==> config.mk <==
export PLATFORM = sky130hd
export DESIGN_NAME = hub75_top
export DESIGN_NICKNAME = d
export VERILOG_FILES = /design/src/hub75_pkg.sv /design/src/display_timer.sv /design/src/framebuffer.sv /design/src/pixel_slicer.sv /design/src/scan_fsm.sv /design/src/hub75_top.sv
export SDC_FILE = /design/constraint.sdc
export NUM_CORES = 1
export LEC_CHECK = 0
export ABC_AREA = 1
export BUFFER_PORTS_ARGS = -buffer_cell sky130_fd_sc_hd__buf_2
export CAP_MARGIN = 20
export CORE_ASPECT_RATIO = 1.25
export CORE_MARGIN = 2
export CORE_UTILIZATION = 50
export DETAILED_ROUTE_END_ITERATION = 8
export PLACE_DENSITY_LB_ADDON = 0.08
export SKIP_CTS_REPAIR_TIMING = 1
export SYNTH_ARGS = -nofsm -noshare
export SYNTH_HDL_FRONTEND = slang
export SYNTH_HIERARCHICAL = 1
export SYNTH_SLANG_ARGS = --single-unit
==> constraint.sdc <==
create_clock -name clk_root -period 6.5 [get_ports clk_root]
set_clock_uncertainty 0.2 [all_clocks]
set_input_delay 0.325 -clock clk_root [delete_from_list [all_inputs] [get_ports clk_root]]
set_output_delay 0.325 -clock clk_root [all_outputs]
set_load 0.005 [all_outputs]
==> src/hub75_pkg.sv <==
package hub75_pkg;

    // Colour channels per pixel
    // Red in the lowest field, then green, then blue
    localparam int CHANNELS = 3;

    // Dark cycles ahead of each latch
    localparam int BLANK_TICKS = 3; // Covers the pixel pipeline drain

    // Scan sequence for one bit-plane
    typedef enum logic [1:0] {
        SHIFT = 2'd0, // Clock one row of both halves in
        BLANK = 2'd1,
        LATCH = 2'd2,
        SHOW  = 2'd3  // Binary weighted on-time
    } scan_state_t;

endpackage

==> src/display_timer.sv <==
`timescale 1ns/10ps

module display_timer #(
    parameter int TICKS_W = 5
) (
    input  logic               clk_root,
    input  logic               rst,
    input  logic               load_en,
    input  logic [TICKS_W-1:0] load_ticks,
    output logic               done,
    output logic               busy
);

    logic [TICKS_W-1:0] count; // Cycles left, zero when idle

    always_ff @(posedge clk_root) begin
        if (rst) begin
            count <= '0;
        end else if (load_en) begin
            count <= load_ticks;
        end else if (busy) begin
            count <= count - 1'b1;
        end
    end

    assign busy = (count != '0);

    // Last cycle of the interval, N cycles after the load
    assign done = (count == TICKS_W'(1));

    // The scan reloads only once the previous interval has run out
    a_no_reload: assert property (@(posedge clk_root) disable iff (rst)
        load_en |-> !busy);

endmodule

==> src/framebuffer.sv <==
`timescale 1ns/10ps

module framebuffer #(
    parameter int COLS = 8,
    parameter int ROWS = 8,
    parameter int BITS = 3,
    localparam int AW = $clog2(ROWS * COLS),
    localparam int BA_W = $clog2(ROWS / 2 * COLS),
    localparam int PW = hub75_pkg::CHANNELS * BITS
) (
    input  logic            clk_root,
    input  logic            rst,
    input  logic            wr_valid,
    output logic            wr_ready,
    input  logic [AW-1:0]   wr_addr,
    input  logic [PW-1:0]   wr_pixel,
    input  logic            fetch_en,
    input  logic [BA_W-1:0] rd_addr,
    output logic [PW-1:0]   rd_top,
    output logic [PW-1:0]   rd_bottom
);

    localparam int DEPTH = ROWS / 2 * COLS; // Words per bank

    logic [PW-1:0]   bank_top [DEPTH];
    logic [PW-1:0]   bank_bottom [DEPTH];
    logic            ready_q;
    logic            wr_fire;
    logic            wr_half;   // High for the bottom half
    logic [BA_W-1:0] port_addr;

    always_ff @(posedge clk_root) begin
        if (rst) begin
            ready_q <= 1'b0;
        end else begin
            ready_q <= 1'b1;
        end
    end

    assign wr_ready = ready_q & ~fetch_en; // Scan fetch wins the port
    assign wr_fire  = wr_valid & wr_ready;
    assign wr_half  = wr_addr[AW-1];

    // One shared address for both banks
    assign port_addr = fetch_en ? rd_addr : wr_addr[BA_W-1:0];

    always_ff @(posedge clk_root) begin
        if (wr_fire && !wr_half) begin
            bank_top[port_addr] <= wr_pixel;
        end
        if (wr_fire && wr_half) begin
            bank_bottom[port_addr] <= wr_pixel;
        end
        if (fetch_en) begin
            rd_top    <= bank_top[port_addr]; // Held until the next fetch
            rd_bottom <= bank_bottom[port_addr];
        end
    end

    // A write stalled by a fetch takes the port in the very next cycle
    a_fetch_then_write: assert property (@(posedge clk_root) disable iff (rst)
        (wr_valid && fetch_en) |-> !wr_fire ##1 wr_fire);

endmodule

==> src/pixel_slicer.sv <==
`timescale 1ns/10ps

module pixel_slicer #(
    parameter int BITS = 3,
    localparam int PL_W = (BITS > 1) ? $clog2(BITS) : 1,
    localparam int PW = hub75_pkg::CHANNELS * BITS
) (
    input  logic                           clk_root,
    input  logic                           rst,
    input  logic                           fetch_en,
    input  logic [PL_W-1:0]                plane,
    input  logic [hub75_pkg::CHANNELS-1:0] color_enable,
    input  logic [BITS-1:0]                plane_enable,
    input  logic [PW-1:0]                  rd_top,
    input  logic [PW-1:0]                  rd_bottom,
    output logic [hub75_pkg::CHANNELS-1:0] rgb_top,
    output logic [hub75_pkg::CHANNELS-1:0] rgb_bottom,
    output logic                           clk_pixel
);

    logic data_q;   // Fetched words present on rd_top and rd_bottom
    logic shown_q;  // Sliced bits on the panel lines
    logic plane_on;

    assign plane_on = plane_enable[plane];

    always_ff @(posedge clk_root) begin
        if (rst) begin
            data_q    <= 1'b0;
            shown_q   <= 1'b0;
            clk_pixel <= 1'b0;
        end else begin
            data_q    <= fetch_en;
            shown_q   <= data_q;
            clk_pixel <= shown_q; // Rises one cycle after the data settles
        end
    end

    // Pick bit plane of each channel field, masked
    always_ff @(posedge clk_root) begin
        if (data_q) begin
            for (int c = 0; c < hub75_pkg::CHANNELS; c++) begin
                rgb_top[c]    <= rd_top[c * BITS + int'(plane)]
                                 & color_enable[c] & plane_on;
                rgb_bottom[c] <= rd_bottom[c * BITS + int'(plane)]
                                 & color_enable[c] & plane_on;
            end
        end
    end

endmodule

==> src/scan_fsm.sv <==
`timescale 1ns/10ps

module scan_fsm #(
    parameter int COLS = 8,
    parameter int ROWS = 8,
    parameter int BITS = 3,
    parameter int BASE_TICKS = 4,
    localparam int PAIRS = ROWS / 2,
    localparam int BA_W = $clog2(PAIRS * COLS),
    localparam int PL_W = (BITS > 1) ? $clog2(BITS) : 1,
    localparam int ROW_W = (PAIRS > 1) ? $clog2(PAIRS) : 1,
    localparam int MAX_TICKS = BASE_TICKS << (BITS - 1),
    localparam int TICKS_W = $clog2(((MAX_TICKS > hub75_pkg::BLANK_TICKS) ?
                                     MAX_TICKS : hub75_pkg::BLANK_TICKS) + 1)
) (
    input  logic               clk_root,
    input  logic               rst,
    output logic               fetch_en,
    output logic [BA_W-1:0]    rd_addr,
    output logic [PL_W-1:0]    plane,
    output logic [ROW_W-1:0]   row_addr,
    output logic               row_latch,
    output logic               output_enable,
    output logic               load_en,
    output logic [TICKS_W-1:0] load_ticks,
    input  logic               done
);

    localparam int COL_W = $clog2(COLS + 1); // Counts one past the last column

    hub75_pkg::scan_state_t state;
    logic [COL_W-1:0] col;
    logic             phase;      // Second cycle of a column
    logic [ROW_W-1:0] pair;
    logic             shift_end;
    logic             plane_last;
    logic             pair_last;

    assign shift_end  = (state == hub75_pkg::SHIFT) && phase && (col == COL_W'(COLS));
    assign plane_last = (plane == PL_W'(BITS - 1));
    assign pair_last  = (pair == ROW_W'(PAIRS - 1));

    always_ff @(posedge clk_root) begin
        if (rst) begin
            state    <= hub75_pkg::SHIFT;
            col      <= '0;
            phase    <= 1'b1; // Idle half column before the first fetch
            plane    <= '0;
            pair     <= '0;
            row_addr <= '0;
        end else begin
            case (state)
                hub75_pkg::SHIFT: begin
                    phase <= ~phase;
                    if (!phase) begin
                        col <= col + 1'b1; // Advance as the fetch goes out
                    end
                    if (shift_end) begin
                        state <= hub75_pkg::BLANK;
                    end
                end
                hub75_pkg::BLANK: begin
                    if (done) begin
                        state    <= hub75_pkg::LATCH;
                        row_addr <= pair; // Row lines switch while dark
                    end
                end
                hub75_pkg::LATCH: begin
                    state <= hub75_pkg::SHOW;
                end
                default: begin
                    if (done) begin
                        state <= hub75_pkg::SHIFT;
                        col   <= '0;
                        phase <= 1'b0;
                        plane <= plane_last ? '0 : plane + 1'b1;
                        // All planes of this pair shown
                        if (plane_last) begin
                            pair <= pair_last ? '0 : pair + 1'b1;
                        end
                    end
                end
            endcase
        end
    end

    assign fetch_en      = (state == hub75_pkg::SHIFT) && !phase;
    assign rd_addr       = BA_W'(pair * COLS + col);
    assign row_latch     = (state == hub75_pkg::LATCH);
    assign output_enable = (state == hub75_pkg::SHOW);

    // Timer loads one cycle ahead so the interval starts on state entry
    assign load_en    = shift_end || (state == hub75_pkg::LATCH);
    assign load_ticks = (state == hub75_pkg::LATCH) ? (TICKS_W'(BASE_TICKS) << plane)
                                                    : TICKS_W'(hub75_pkg::BLANK_TICKS);

    // Latch happens dark and is followed straight away by the show
    a_latch_dark: assert property (@(posedge clk_root) disable iff (rst)
        row_latch |-> !output_enable ##1 output_enable);

    // Fetches only while shifting, and never two in a row
    a_fetch_shift: assert property (@(posedge clk_root) disable iff (rst)
        fetch_en |-> (state == hub75_pkg::SHIFT) ##1 !fetch_en);

endmodule

==> src/hub75_top.sv <==
`timescale 1ns/10ps

module hub75_top #(
    parameter int COLS = 8,
    parameter int ROWS = 8,
    parameter int BITS = 3,
    parameter int BASE_TICKS = 4,
    localparam int AW = $clog2(ROWS * COLS),
    localparam int PW = hub75_pkg::CHANNELS * BITS,
    localparam int ROW_W = (ROWS / 2 > 1) ? $clog2(ROWS / 2) : 1
) (
    input  logic                           clk_root,
    input  logic                           rst,
    input  logic                           wr_valid,
    output logic                           wr_ready,
    input  logic [AW-1:0]                  wr_addr,
    input  logic [PW-1:0]                  wr_pixel,
    input  logic [hub75_pkg::CHANNELS-1:0] color_enable,
    input  logic [BITS-1:0]                plane_enable,
    output logic [hub75_pkg::CHANNELS-1:0] rgb_top,
    output logic [hub75_pkg::CHANNELS-1:0] rgb_bottom,
    output logic                           clk_pixel,
    output logic                           row_latch,
    output logic                           output_enable,
    output logic [ROW_W-1:0]               row_addr
);

    localparam int BA_W = $clog2(ROWS / 2 * COLS);
    localparam int PL_W = (BITS > 1) ? $clog2(BITS) : 1;
    localparam int MAX_TICKS = BASE_TICKS << (BITS - 1); // Show time of the top plane
    localparam int TICKS_W = $clog2(((MAX_TICKS > hub75_pkg::BLANK_TICKS) ?
                                     MAX_TICKS : hub75_pkg::BLANK_TICKS) + 1);

    logic               fetch_en;
    logic [BA_W-1:0]    rd_addr;
    logic [PW-1:0]      rd_top;
    logic [PW-1:0]      rd_bottom;
    logic [PL_W-1:0]    plane;
    logic               load_en;
    logic [TICKS_W-1:0] load_ticks;
    logic               done;

    scan_fsm #(
        .COLS       (COLS),
        .ROWS       (ROWS),
        .BITS       (BITS),
        .BASE_TICKS (BASE_TICKS)
    ) scan_i (
        .clk_root      (clk_root),
        .rst           (rst),
        .fetch_en      (fetch_en),
        .rd_addr       (rd_addr),
        .plane         (plane),
        .row_addr      (row_addr),
        .row_latch     (row_latch),
        .output_enable (output_enable),
        .load_en       (load_en),
        .load_ticks    (load_ticks),
        .done          (done)
    );

    display_timer #(
        .TICKS_W (TICKS_W)
    ) timer_i (
        .clk_root   (clk_root),
        .rst        (rst),
        .load_en    (load_en),
        .load_ticks (load_ticks),
        .done       (done),
        .busy       ()          // Checked inside the timer only
    );

    framebuffer #(
        .COLS (COLS),
        .ROWS (ROWS),
        .BITS (BITS)
    ) fb_i (
        .clk_root  (clk_root),
        .rst       (rst),
        .wr_valid  (wr_valid),
        .wr_ready  (wr_ready),
        .wr_addr   (wr_addr),
        .wr_pixel  (wr_pixel),
        .fetch_en  (fetch_en),
        .rd_addr   (rd_addr),
        .rd_top    (rd_top),
        .rd_bottom (rd_bottom)
    );

    // Same fetch strobe marks the load into the slicer
    pixel_slicer #(
        .BITS (BITS)
    ) slicer_i (
        .clk_root     (clk_root),
        .rst          (rst),
        .fetch_en     (fetch_en),
        .plane        (plane),
        .color_enable (color_enable),
        .plane_enable (plane_enable),
        .rd_top       (rd_top),
        .rd_bottom    (rd_bottom),
        .rgb_top      (rgb_top),
        .rgb_bottom   (rgb_bottom),
        .clk_pixel    (clk_pixel)
    );

endmodule

; After elaboration in Yosys (flattened, before gate mapping)
; Memory sizes are Yosys's and may differ from the RTL's. A register that Yosys moved wholly into a read port is not among the register bits.
; Cells that the tools add are included.
[op_classes]
add_sub_neg = 7
n_lt_le_gt_ge = 4
eq_ne = 10
shifts = 1
mux = 38
bitwise_logic = 18
reduce_logical = 21
[ops]
columns = operator, n
row1 = less-than comparator 32 x 6 -> 1 bit (second input constant), 2
row2 = two-way mux 5 bit, 4
row3 = two-way mux 1 bit, 17
row4 = binary-select mux 1 bit (select 4 bit), 4
row5 = bitwise AND 1 bit, 14
row6 = two-way mux 2 bit, 5
row7 = AND reduction 3 bit, 3
row8 = equality test 2 bit (second input constant), 4
row9 = two-way mux 4 bit, 2
row10 = one-hot mux 4 bit (2 select lines), 1
row11 = binary-select mux 1 bit (select 2 bit), 3
row12 = one-hot mux 2 bit (3 select lines), 1
row13 = AND reduction 2 bit, 3
row14 = adder 5 x 4 -> 5 bit, 1
row15 = equality test 5 x 1 -> 1 bit (second input constant), 1
row16 = logical AND 1 bit, 5
row17 = less-than comparator 2 x 5 -> 1 bit (second input constant), 1
row18 = nonzero test 5 bit, 1
row19 = << shifter 3 x 2 -> 5 bit (first input constant), 1
row20 = subtractor 5 x 1 -> 5 bit (second input constant), 1
row21 = adder 2 x 1 -> 2 bit (second input constant), 2
row22 = adder 3 x 2 -> 4 bit (first input constant), 1
row23 = adder 4 x 1 -> 4 bit (second input constant), 1
row24 = equality test 4 bit (second input constant), 1
row25 = other kinds (14), 20
[word_totals]
ff_bits = 28
ram_bits = 576
in_bits = 24
out_inout_bits = 12
wordCells = 114
memories = 2
[memory_table]
columns = name, depth, word_bits, rd, rd_clocked_by_memory_dff, wr, line
row1 = fb_i.bank_bottom, 32, 9, 1, 1, 1, framebuffer.sv:26  ; logic [PW-1:0] bank_bottom [DEPTH];
row2 = fb_i.bank_top, 32, 9, 1, 1, 1, framebuffer.sv:25  ; logic [PW-1:0] bank_top [DEPTH];

; Longest topological paths before layout
; Gate-level depths: netlist of the first run.
[logic_depth]
ltp_word = 8
mapped_depth = 19
ltp_nobuf = 15

; Cells and area by module
; Netlist of the first run, hierarchy kept.
[modules_own_cells]
columns = mod, n_inst, cells_each, area_per_inst_um2, seq_area_each_um2
row1 = framebuffer, 1, 2406, 25369.3, 17857.1
row2 = scan_fsm, 1, 104, 768.2, 260.2
row3 = pixel_slicer, 1, 93, 653.1, 240.2
row4 = display_timer, 1, 51, 322.8, 100.1

; Least setup slack after synthesis of the first run
; Ideal clock, no wire load.
[synth_path]
path_type = register to register
from = register scan_i.state[0]
to = memory fb_i/bank_top[22][0] (netlist bit) (enable)
setup_ps = 387
t_arrival_ps = 3507
required_ps = 5913
path_slack_ps = 2407
stages_incl_launch_ff = 13
period_less_slack_ps = 4093
path_cell_list = dfxtp_1 inv_1 ha_1 inv_1 nor2_1 buf_6 inv_6 o21ai_4 inv_4 nor3_4 buf_6 inv_4 nor3_1
[synth_via]
elab_chain_len = 8
[synth_lines]
columns = item, line
row1 = from (decl), scan_fsm.sv:31  ; hub75_pkg::scan_state_t state;
row2 = from (signal assigned), scan_fsm.sv:45  ; state <= hub75_pkg::SHIFT;
row3 = from (signal assigned), scan_fsm.sv:59  ; state <= hub75_pkg::BLANK;
row4 = from (signal assigned), scan_fsm.sv:64  ; state <= hub75_pkg::LATCH;
row5 = zero test 2 bit *, scan_fsm.sv:87  ; assign fetch_en = (state == hub75_pkg::SHIFT) && !phase;
row6 = logical AND 1 bit *, scan_fsm.sv:87
row7 = via fetch_en, hub75_top.sv:34  ; logic fetch_en;
row8 = NOT 1 bit, framebuffer.sv:40  ; assign wr_ready = ready_q & ~fetch_en;
row9 = bitwise AND 1 bit, framebuffer.sv:40
row10 = bitwise AND 1 bit, framebuffer.sv:41  ; assign wr_fire = wr_valid & wr_ready;
row11 = logical AND 1 bit, framebuffer.sv:48  ; if (wr_fire && !wr_half) begin
row12 = two-way mux 1 bit, framebuffer.sv:48
row13 = two-way mux 1 bit (not written as such), framebuffer.sv:49  ; bank_top[port_addr] <= wr_pixel;
row14 = to (decl), framebuffer.sv:25
; The timed path passes the listed nets; every way through them passes the cells marked *.

; Final worst setup path of the first run
[layout_path]
from = register scan_i.state[0]
to = memory fb_i/bank_top[14][0] (netlist bit) (enable)
; The elaborated chain is that of the path after synthesis.

==> key figures, run 1 <==
Route
  – Routed Antenna Nets: 0
  – Initial DRC Count: 1779
  – Pre-antenna DRT Iters: 5
  – # DRC: 0
  – Via count: 18700
  – Vias per cell: 5.40
  – Final wirelength: 72500 µm
  – Detailed-route wire length per cell: 21.0 µm

Floorplan
  – Core region area: 0.0537 mm²
  – Die Ht: 264 µm
  – Die area: 0.0561 mm²
  – IO Count: 36
  – Starting density of the core: 50.5%
  – FP Rows: 95
  – Die Span X: 212 µm

Setup path
  – Startpoint types: flop
  – Slowest CP cell: nand3b_1
  – Worst reg2reg path startpoint: scan_i/state[0]$_SDFFE_PP0P_
  – Largest fanout on the critical path: 25
  – Worst Path Buf+Inv: 5
  – CP top delay family: simple AND/OR/NAND/NOR gates
  – Worst setup EP type: flop
  – Worst setup path start: scan_i/state[0]$_SDFFE_PP0P_
  – Worst EP required: 6.62 ns
  – Slowest cell delay on critical path: 0.92 ns
  – Crit path cell chain: inv_1, ha_1, inv_1, nor2_2, buf_4, nor2_1, nand3b_1, buf_4, nor3_1, buf_2
  – Crit Path Category: flop to flop
  – Reg2Reg Setup Slack: 1.53 ns
  – WP data arrival: 5.09 ns

Logic synthesis
  – Mean Syn Cell Area: 10.2 µm²
  – Synth Instances: 2653
  – Synthesis warning total: 6
  – Post-Synthesis Net Count: 2689
  – Synth Cell Area: 0.0271 mm²

Pwr
  – P_int: 7460 µW
  – Clk pwr share: 29.0%
  – Pwr dens: 393 mW/mm²
  – Switch Pwr: 4320 µW
  – Logic gate share of total power: 31.2%
  – Leakage: 0.0122 µW
  – Sw frac: 36.7%
  – Seq pwr share: 39.8%
  – VDD IR max: 0.207 mV

CTS
  – Clk sinks: 622
  – H-tree lvl count: 2
  – Clock Latency Late Sink: 0.61 ns
  – CTS buffer count: 60
  – CTS tree: done
  – Worst-path clk slew: 0.06 ns
  – Clock buffer depth: 3
  – CTS Root Cell: clkbuf_16

Finish
  – Fill cells: 4779
  – Number of inserted diodes: 0
  – Layout Area Growth over Synthesis: 10.6%
  – Finished Core Util: 55.8%
  – Nets: 2720
  – Area of the multi-input gates: 0.00777 mm²
  – Layout cell share with drive strength beyond 1: 9.57%
  – Storage cell area: 0.0185 mm²
  – Layout Cells excl Fill: 3455

Place
  – DPL Wire Length: 41700 µm
  – Placed cells: 3336
  – GP Congestion: 0.844
  – I/O Buffers: 35
  – Place WS: 1.60 ns

Run status
  – Status: complete, no violations

Timing
  – Hold Slack: 0.0321 ns
  – Setup_tns: 0 ns
  – Final setup fails: 0
  – Slew Limit Fails: 0
  – Worst Tran Pin Value: 1.10 ns
  – Fmax: 201 MHz
  – Minimum clock period: 4.97 ns
  – Worst setup margin: 1.53 ns
  – Slew margin rel.: 26.4%
  – Final period util: 76.5%
  – Final hold vios: 0
  – RSZ-0062 raised after global routing: false

Worst hold path
  – Min-Delay Path Class: primary input to flop
  – Hold path start: plane_enable[2]

Global route
  – Overall Global Routing Usage: 25.9%
  – Vias in the first global route: 17800
  – Largest net degree at the start of global routing: 127
  – Initial antenna violation count: 0
  – First-pass GRT wire length: 108000 µm
  – Gr ovfl total: 0

Run
  – Maxcap violations: 0
stage by stage:
step | cell area (µm²) | power, µW
2_1_floorplan | 27100 | 7230
3_3_place_gp | 27900 | 8400
3_5_place_dp | 28000 | 8420
4_1_cts | 29900 | 11800
5_1_grt | 30000 | 12400
6_report | 30000 | 11800
sequential cells by signal, indices dropped and copies added (netlist names):
signal               count
fb_i/bank_bottom       288
fb_i/bank_top          288
fb_i/rd_bottom           9
fb_i/rd_top              9
fb_i/ready_q             1
scan_i/col               4
scan_i/pair              2
scan_i/phase             1
scan_i/plane             2
scan_i/row_addr          2
scan_i/state             2
slicer_i/clk_pixel       1
slicer_i/data_q          1
slicer_i/rgb_bottom      3
slicer_i/rgb_top         3
slicer_i/shown_q         1
timer_i/count            5
power by group through the flow:
stage                     clock network, µW  logic, µW  registers, µW
after global placement                    0       3640           4770
after detailed placement                  0       3660           4770
after global routing                   3620       4060           4700
final                                  3410       3680           4690
after floorplan                           0       2510           4730
after CTS                              3470       3670           4680
path summary, 6_finish.rpt:
| kind | endpoint | depth (start not counted) |
|---|---|---|
| setup / recovery | fb_i/bank_top[14][0]$_DFFE_PP_ | 10 |
| hold / removal | slicer_i/rgb_bottom[1]$_DFFE_PP_ | 5 |
| setup reg to reg | fb_i/bank_top[14][0]$_DFFE_PP_ | 10 |
| hold reg to reg | slicer_i/clk_pixel$_SDFF_PP0_ | 2 |
cells in the final DEF (no fill, tap or decap), types with 6 or more instances in the layout:
cell type,instances
dfxtp_1,22
nor2_1,67
a21oi_1,20
o21ai_0,11
inv_4,9
clkinv_2,9
clkinv_1,10
edfxtp_1,600
clkbuf_1,14
ha_1,12
nand2_4,6
nor3_4,6
nor3_2,30
inv_1,43
nand2_2,8
buf_2,43
nand2_1,1431
clkbuf_16,65
nor3_1,39
buf_4,53
nand3_1,183
final cells by class:
type / instances / share of cell area (%)
clock buffers: 82 / 5.74
multi-input cells: 1839 / 25.9
flip-flops and latches: 622 / 61.6
repair buffers: 106 / 2.36
well taps: 727 / 3.03
inverters: 55 / 0.772
clock inverters: 24 / 0.626
worst register-to-register path, stage by stage (launching register included):
cell,delay [ns]
dfxtp_1,0.42
inv_1,0.11
ha_1,0.28
inv_1,0.16
nor2_2,0.11
buf_4,0.26
nor2_1,0.57
nand3b_1,0.92
buf_4,0.56
nor3_1,0.77
buf_2,0.31
per-layer routing:
metal  share of wire [%]  wire length, µm  GRT usage [%]  up-vias
met4                 2.8             2060           7.69        0
met2                  48            34900           42.6      627
met3                 6.2             4520           3.67      118
met5                   0                0              0        -
met1                  43            31000           36.1     9067
li1                    -                -              -     8840
(Power assumes the default switching activity.)
==> inputs of run 2 (changes only) <==
==> constraint.sdc (replaced) <==
create_clock -name clk_root -period 5.13 [get_ports clk_root]
set_clock_uncertainty 0.2 [all_clocks]
set_input_delay 0.2565 -clock clk_root [delete_from_list [all_inputs] [get_ports clk_root]]
set_output_delay 0.2565 -clock clk_root [all_outputs]
set_load 0.005 [all_outputs]
==> key figures, run 2 (synthesis results as in run 1) <==
Run status
  – Status: finished, violations left
  – Failing checks: hold timing

Timing
  – Final hold vios: 2
  – Slew Limit Fails: 0
  – Fmax: 247 MHz
  – Final setup fails: 0
  – Hold Slack: -0.0166 ns
  – Worst Tran Pin Value: 0.999 ns
  – Slew margin rel.: 33.4%
  – RSZ-0062 raised after global routing: false
  – Minimum clock period: 4.04 ns
  – Setup_tns: 0 ns
  – Final period util: 78.8%

Run
  – Maxcap violations: 0

Pwr
  – Switch Pwr: 5510 µW
  – Pwr dens: 497 mW/mm²
  – Seq pwr share: 39.5%
  – Sw frac: 36.6%
  – Leakage: 0.0124 µW
  – Logic gate share of total power: 31.7%
  – P_int: 9530 µW
  – Clk pwr share: 28.8%
  – VDD IR max: 0.285 mV

Setup path
  – Worst EP required: 5.29 ns
  – Startpoint types: flop
  – Largest fanout on the critical path: 49
  – Crit Path Category: flop to flop
  – Slowest cell delay on critical path: 0.40 ns
  – WP data arrival: 4.21 ns
  – Worst Path Buf+Inv: 6
  – Crit path cell chain: inv_1, ha_1, inv_1, nor2_2, buf_4, nand2_1, nand2_4, inv_4, buf_4, buf_4, nand2_1, nand2_1, nand2_1, nand2_1, nor2_1, nand2_1
  – Slowest CP cell: buf_4
  – Worst setup EP type: flop
  – Most used cell, CP: nand2_1
  – CP top delay family: simple AND/OR/NAND/NOR gates

Route
  – Final wirelength: 72600 µm
  – Vias per cell: 5.34
  – Via count: 18600
  – # DRC: 0
  – Initial DRC Count: 1854
  – Pre-antenna DRT Iters: 5
  – Detailed-route wire length per cell: 20.8 µm
  – Routed Antenna Nets: 0

Place
  – GP Congestion: 0.885
  – I/O Buffers: 35
  – DPL Wire Length: 42400 µm

Finish
  – Most common cell after layout, fill and taps aside: nand2_1
  – Layout cell share with drive strength beyond 1: 10.3%
  – Layout Area Growth over Synthesis: 11.6%
  – Fill cells: 4661
  – Number of inserted diodes: 0
  – Nets: 2750
  – Top flop regs: fb_i/bank_bottom x288, fb_i/bank_top x288
  – Most frequent cells in the layout: 1431 x nand2_1, 600 x edfxtp_1, 183 x nand3_1

CTS
  – H-tree lvl count: 2
  – CTS tree: done
  – Clk sinks: 622
  – Worst-path clk slew: 0.06 ns
  – Clock Latency Late Sink: 0.63 ns
  – CTS buffer count: 60
  – Clock buffer depth: 3
  – CTS Root Cell: clkbuf_16

Global route
  – Gr ovfl total: 0
  – Initial antenna violation count: 0
  – Grt met3 use: 3.48%
  – Largest net degree at the start of global routing: 94
  – Met1 usage: 36.1%
  – Met2 Use GR: 42.4%
  – First-pass GRT wire length: 109000 µm
  – Overall Global Routing Usage: 25.9%
  – Vias in the first global route: 17900
  – Top Usage Layer GRT: met2

Floorplan
  – Die Span X: 212 µm
  – IO Count: 36
  – Starting density of the core: 50.5%
  – Die area: 0.0561 mm²
  – FP Rows: 95
  – Core region area: 0.0537 mm²
  – Die Ht: 264 µm

Worst hold path
  – Min-Delay Path Class: primary input to flop
[run 2: cell types whose count changed in the layout (fill, tap and decap cells not counted), moves of 2 or more]
cell           change
dlygate4sd3_1      +2
buf_2              -8
clkinv_2           -4
clkbuf_4           -4
bufinv_16          +2
clkbuf_16          -3
clkbuf_1           +6
buf_12             +3
buf_4             +38
[run 2: path summary, 6_finish.rpt]
kind,startpoint,endpoint,slack (ns),cells past startpoint
setup / recovery,scan_i/state[0]$_SDFFE_PP0P_,fb_i/rd_top[8]$_DFFE_PP_,1.09,16
hold / removal,plane_enable[0],slicer_i/rgb_top[1]$_DFFE_PP_,-0.02,7
setup reg to reg,scan_i/state[0]$_SDFFE_PP0P_,fb_i/rd_top[8]$_DFFE_PP_,1.09,16
hold reg to reg,slicer_i/shown_q$_SDFF_PP0_,slicer_i/clk_pixel$_SDFF_PP0_,0.21,2
[run 2: power by group through the flow]
stage / clock network (µW) / registers (µW) / logic [µW]
2_1_floorplan: 0 / 5990 / 3180
5_1_grt: 4570 / 5950 / 5270
6_report: 4330 / 5940 / 4770
3_3_place_gp: 0 / 6040 / 4750
3_5_place_dp: 0 / 6040 / 4760
4_1_cts: 4400 / 5940 / 4780
[run 2: tightest hold or removal path: cells and delay by family]
kind                   cells  cell delay, ns
and+or+nand+nor            4            0.20
buffers and inverters      2            0.14
AOI/OAI and AO/OA          1            0.06
[run 2: layout make-up]
cell class              instances  area [µm²]  share of cell area, %
flip-flops and latches        622       18500                   61.0
multi-input cells            1839        7760                   25.7
clock buffers                  84        1650                   5.47
repair buffers                136         998                   3.30
well taps                     727         910                   3.01
clock inverters                23         245                  0.810
inverters                      55         231                  0.765
[run 2: stage by stage]
step / cell area (µm²) / power [µW] / setup slack [ns] / std cells / util (%)
floorplan: 27100 / 9170 / 1.04 / 2653 / -
global placement: 28300 / 10800 / 1.15 / 3373 / 52.7
detailed placement: 28300 / 10800 / 1.11 / 3373 / 52.7
CTS: 30200 / 15100 / 1.09 / 3480 / 56.2
global route: 30300 / 15800 / 0.851 / 3486 / 56.3
finish: 30300 / 15000 / 1.09 / 3486 / 56.3
[run 2: layer usage]
| metal | vias up | wire length, µm |
|---|---|---|
| li1 | 8896 | - |
| met1 | 8984 | 31100 |
| met2 | 614 | 34600 |
| met3 | 120 | 4520 |
| met4 | 0 | 2300 |
| met5 | - | 0 |
==> inputs of run 3 (changes only) <==
--- a/config.mk
+++ b/config.mk
@@ -5,7 +5,7 @@
 export SDC_FILE = /design/constraint.sdc
 export NUM_CORES = 1
 export LEC_CHECK = 0
-export ABC_AREA = 1
+export ABC_AREA = 0
 export BUFFER_PORTS_ARGS = -buffer_cell sky130_fd_sc_hd__buf_2
 export CAP_MARGIN = 20
 export CORE_ASPECT_RATIO = 1.25
==> constraint.sdc (replaced) <==
create_clock -name clk_root -period 3.88 [get_ports clk_root]
set_clock_uncertainty 0.2 [all_clocks]
set_input_delay 0.194 -clock clk_root [delete_from_list [all_inputs] [get_ports clk_root]]
set_output_delay 0.194 -clock clk_root [all_outputs]
set_load 0.005 [all_outputs]
==> key figures, run 3 <==
Run status
  – Status: finished, violations left
  – Failing checks: hold timing

Timing
  – Fmax: 277 MHz
  – Minimum clock period: 3.61 ns
  – Final period util: 93.0%
  – Slew margin rel.: 24.0%
  – RSZ-0062 raised after global routing: false
  – Slew Limit Fails: 0
  – Hold Slack: -0.00254 ns
  – Worst Tran Pin Value: 1.14 ns
  – Setup_tns: 0 ns
  – Final setup fails: 0
  – Final hold vios: 3

Worst hold path
  – Min-Delay Path Class: primary input to flop
  – Hold path endpoint: fb_i/bank_bottom[22][1]$_DFFE_PP_
  – Hold path start: wr_pixel[1]
  – Hold depth: 1

Pwr
  – Leakage: 0.00956 µW
  – VDD IR max: 0.393 mV
  – Pwr dens: 614 mW/mm²
  – Pwr Total: 17400 µW

Setup path
  – Largest fanout on the critical path: 30
  – Startpoint types: flop
  – Worst EP required: 3.99 ns
  – Crit Path Category: flop to flop
  – Worst reg2reg path startpoint: scan_i/state[0]$_SDFFE_PP0P_
  – Register-to-Register Path Depth: 11
  – WP data arrival: 3.72 ns
  – R2R Path End: fb_i/rd_top[4]$_DFFE_PP_
  – Worst setup EP type: flop
  – Reg2Reg Setup Slack: 0.27 ns

Route
  – Pre-antenna DRT Iters: 5
  – Routed Antenna Nets: 0
  – Via count: 14100
  – Final wirelength: 61300 µm
  – # DRC: 0
  – Detailed-route wire length per cell: 25.5 µm
  – Vias per cell: 5.88
  – Initial DRC Count: 1408

Place
  – I/O Buffers: 35
  – DPL Wire Length: 39400 µm
  – GP Congestion: 0.847

Logic synthesis
  – Post-Synthesis Net Count: 1586
  – Synth Cell Area: 0.0246 mm²
  – Synth Instances: 1550
  – Synthesis warning total: 6
  – Mean Syn Cell Area: 15.8 µm²

CTS
  – Clock Latency Late Sink: 0.62 ns
  – CTS tree: done
  – H-tree lvl count: 2
  – CTS Root Cell: clkbuf_16
  – Clk sinks: 622
  – Worst-path clk slew: 0.06 ns
  – CTS buffer count: 59
  – Clock buffer depth: 3

Global route
  – Overall Global Routing Usage: 24.1%
  – First-pass GRT wire length: 90000 µm
  – Gr ovfl total: 0
  – Vias in the first global route: 13900
  – Largest net degree at the start of global routing: 65
  – Initial antenna violation count: 0

Floorplan
  – Die Ht: 252 µm
  – Core region area: 0.0484 mm²
  – Die area: 0.0509 mm²
  – IO Count: 36
  – Starting density of the core: 50.7%
  – FP Rows: 90
  – Die Span X: 202 µm

Finish
  – Layout cell share with drive strength beyond 1: 16.2%
  – Layout Area Growth over Synthesis: 15.2%
  – Most frequent cells in the layout: 600 x edfxtp_1, 155 x mux2i_1, 151 x nand2_1
  – Most common cell after layout, fill and taps aside: edfxtp_1
  – Fill cells: 3728
  – Nets: 1745
  – Top flop regs: fb_i/bank_bottom x288, fb_i/bank_top x288

Run
  – Maxcap violations: 0
==> run 3: area by class of cell <==
class | count | area [µm²] | share of cell area [%]
timing repair buffer | 177 | 1340 | 4.74
sequential | 622 | 18500 | 65.2
inverter | 18 | 67.6 | 0.239
clock inverter | 32 | 319 | 1.13
tap | 644 | 806 | 2.85
multi-input combinational | 831 | 5710 | 20.2
clock buffer | 78 | 1590 | 5.62
antenna | 1 | 2.50 | 0.00885
==> run 3: how the worst max path moves through the flow <==
stage,startpoint,endpoint,slack (ns),depth (start not counted)
final,scan_i/state[0]$_SDFFE_PP0P_,fb_i/rd_top[4]$_DFFE_PP_,0.27,11
after global routing,scan_i/state[1]$_SDFFE_PP0P_,fb_i/rd_top[4]$_DFFE_PP_,0.14,11
after CTS,scan_i/pair[0]$_SDFFE_PP0P_,fb_i/rd_bottom[8]$_DFFE_PP_,0.23,7
after detailed placement,scan_i/pair[0]$_SDFFE_PP0P_,fb_i/rd_bottom[8]$_DFFE_PP_,0.24,7
after global placement,scan_i/state[0]$_SDFFE_PP0P_,fb_i/rd_top[4]$_DFFE_PP_,0.29,11
after floorplan,scan_i/state[0]$_SDFFE_PP0P_,fb_i/bank_bottom[0][0]$_DFFE_PP_,0.29,12
==> run 3: worst max-delay path: stages (launching register included) <==
cell and delay, ns:
dfxtp_1 0.38, inv_1 0.10, ha_1 0.22, and2b_4 0.23, mux2_8 0.48, buf_12 0.21
buf_12 0.19, mux2i_1 0.20, o22ai_1 0.18, nor4_1 0.53, buf_4 0.21, nand4b_1 0.14
==> run 3: per-stage QoR <==
stage	instances	utilization, %	cell area (µm²)	worst slack (ns)
after floorplan	1550	-	24600	0.291
after global placement	2279	54.2	26200	0.285
after detailed placement	2279	54.2	26200	0.237
after CTS	2389	58.1	28100	0.225
after global routing	2402	58.4	28300	0.140
final	2403	58.4	28300	0.270
==> run 3: metal layers <==
layer / vias up / GRT usage, % / share of wire, %
met2: 461 / 40.2 / 49
met3: 109 / 3.82 / 5.5
li1: 6397 / - / -
met5: - / 0 / 0
met4: 0 / 9.18 / 3.4
met1: 7159 / 32.1 / 42
==> run 3: report_power, final <==
part	switching, µW	internal, µW
Sequential	153	7640
Clock	2400	3330
Combinational	2330	1510
Total	4890	12500
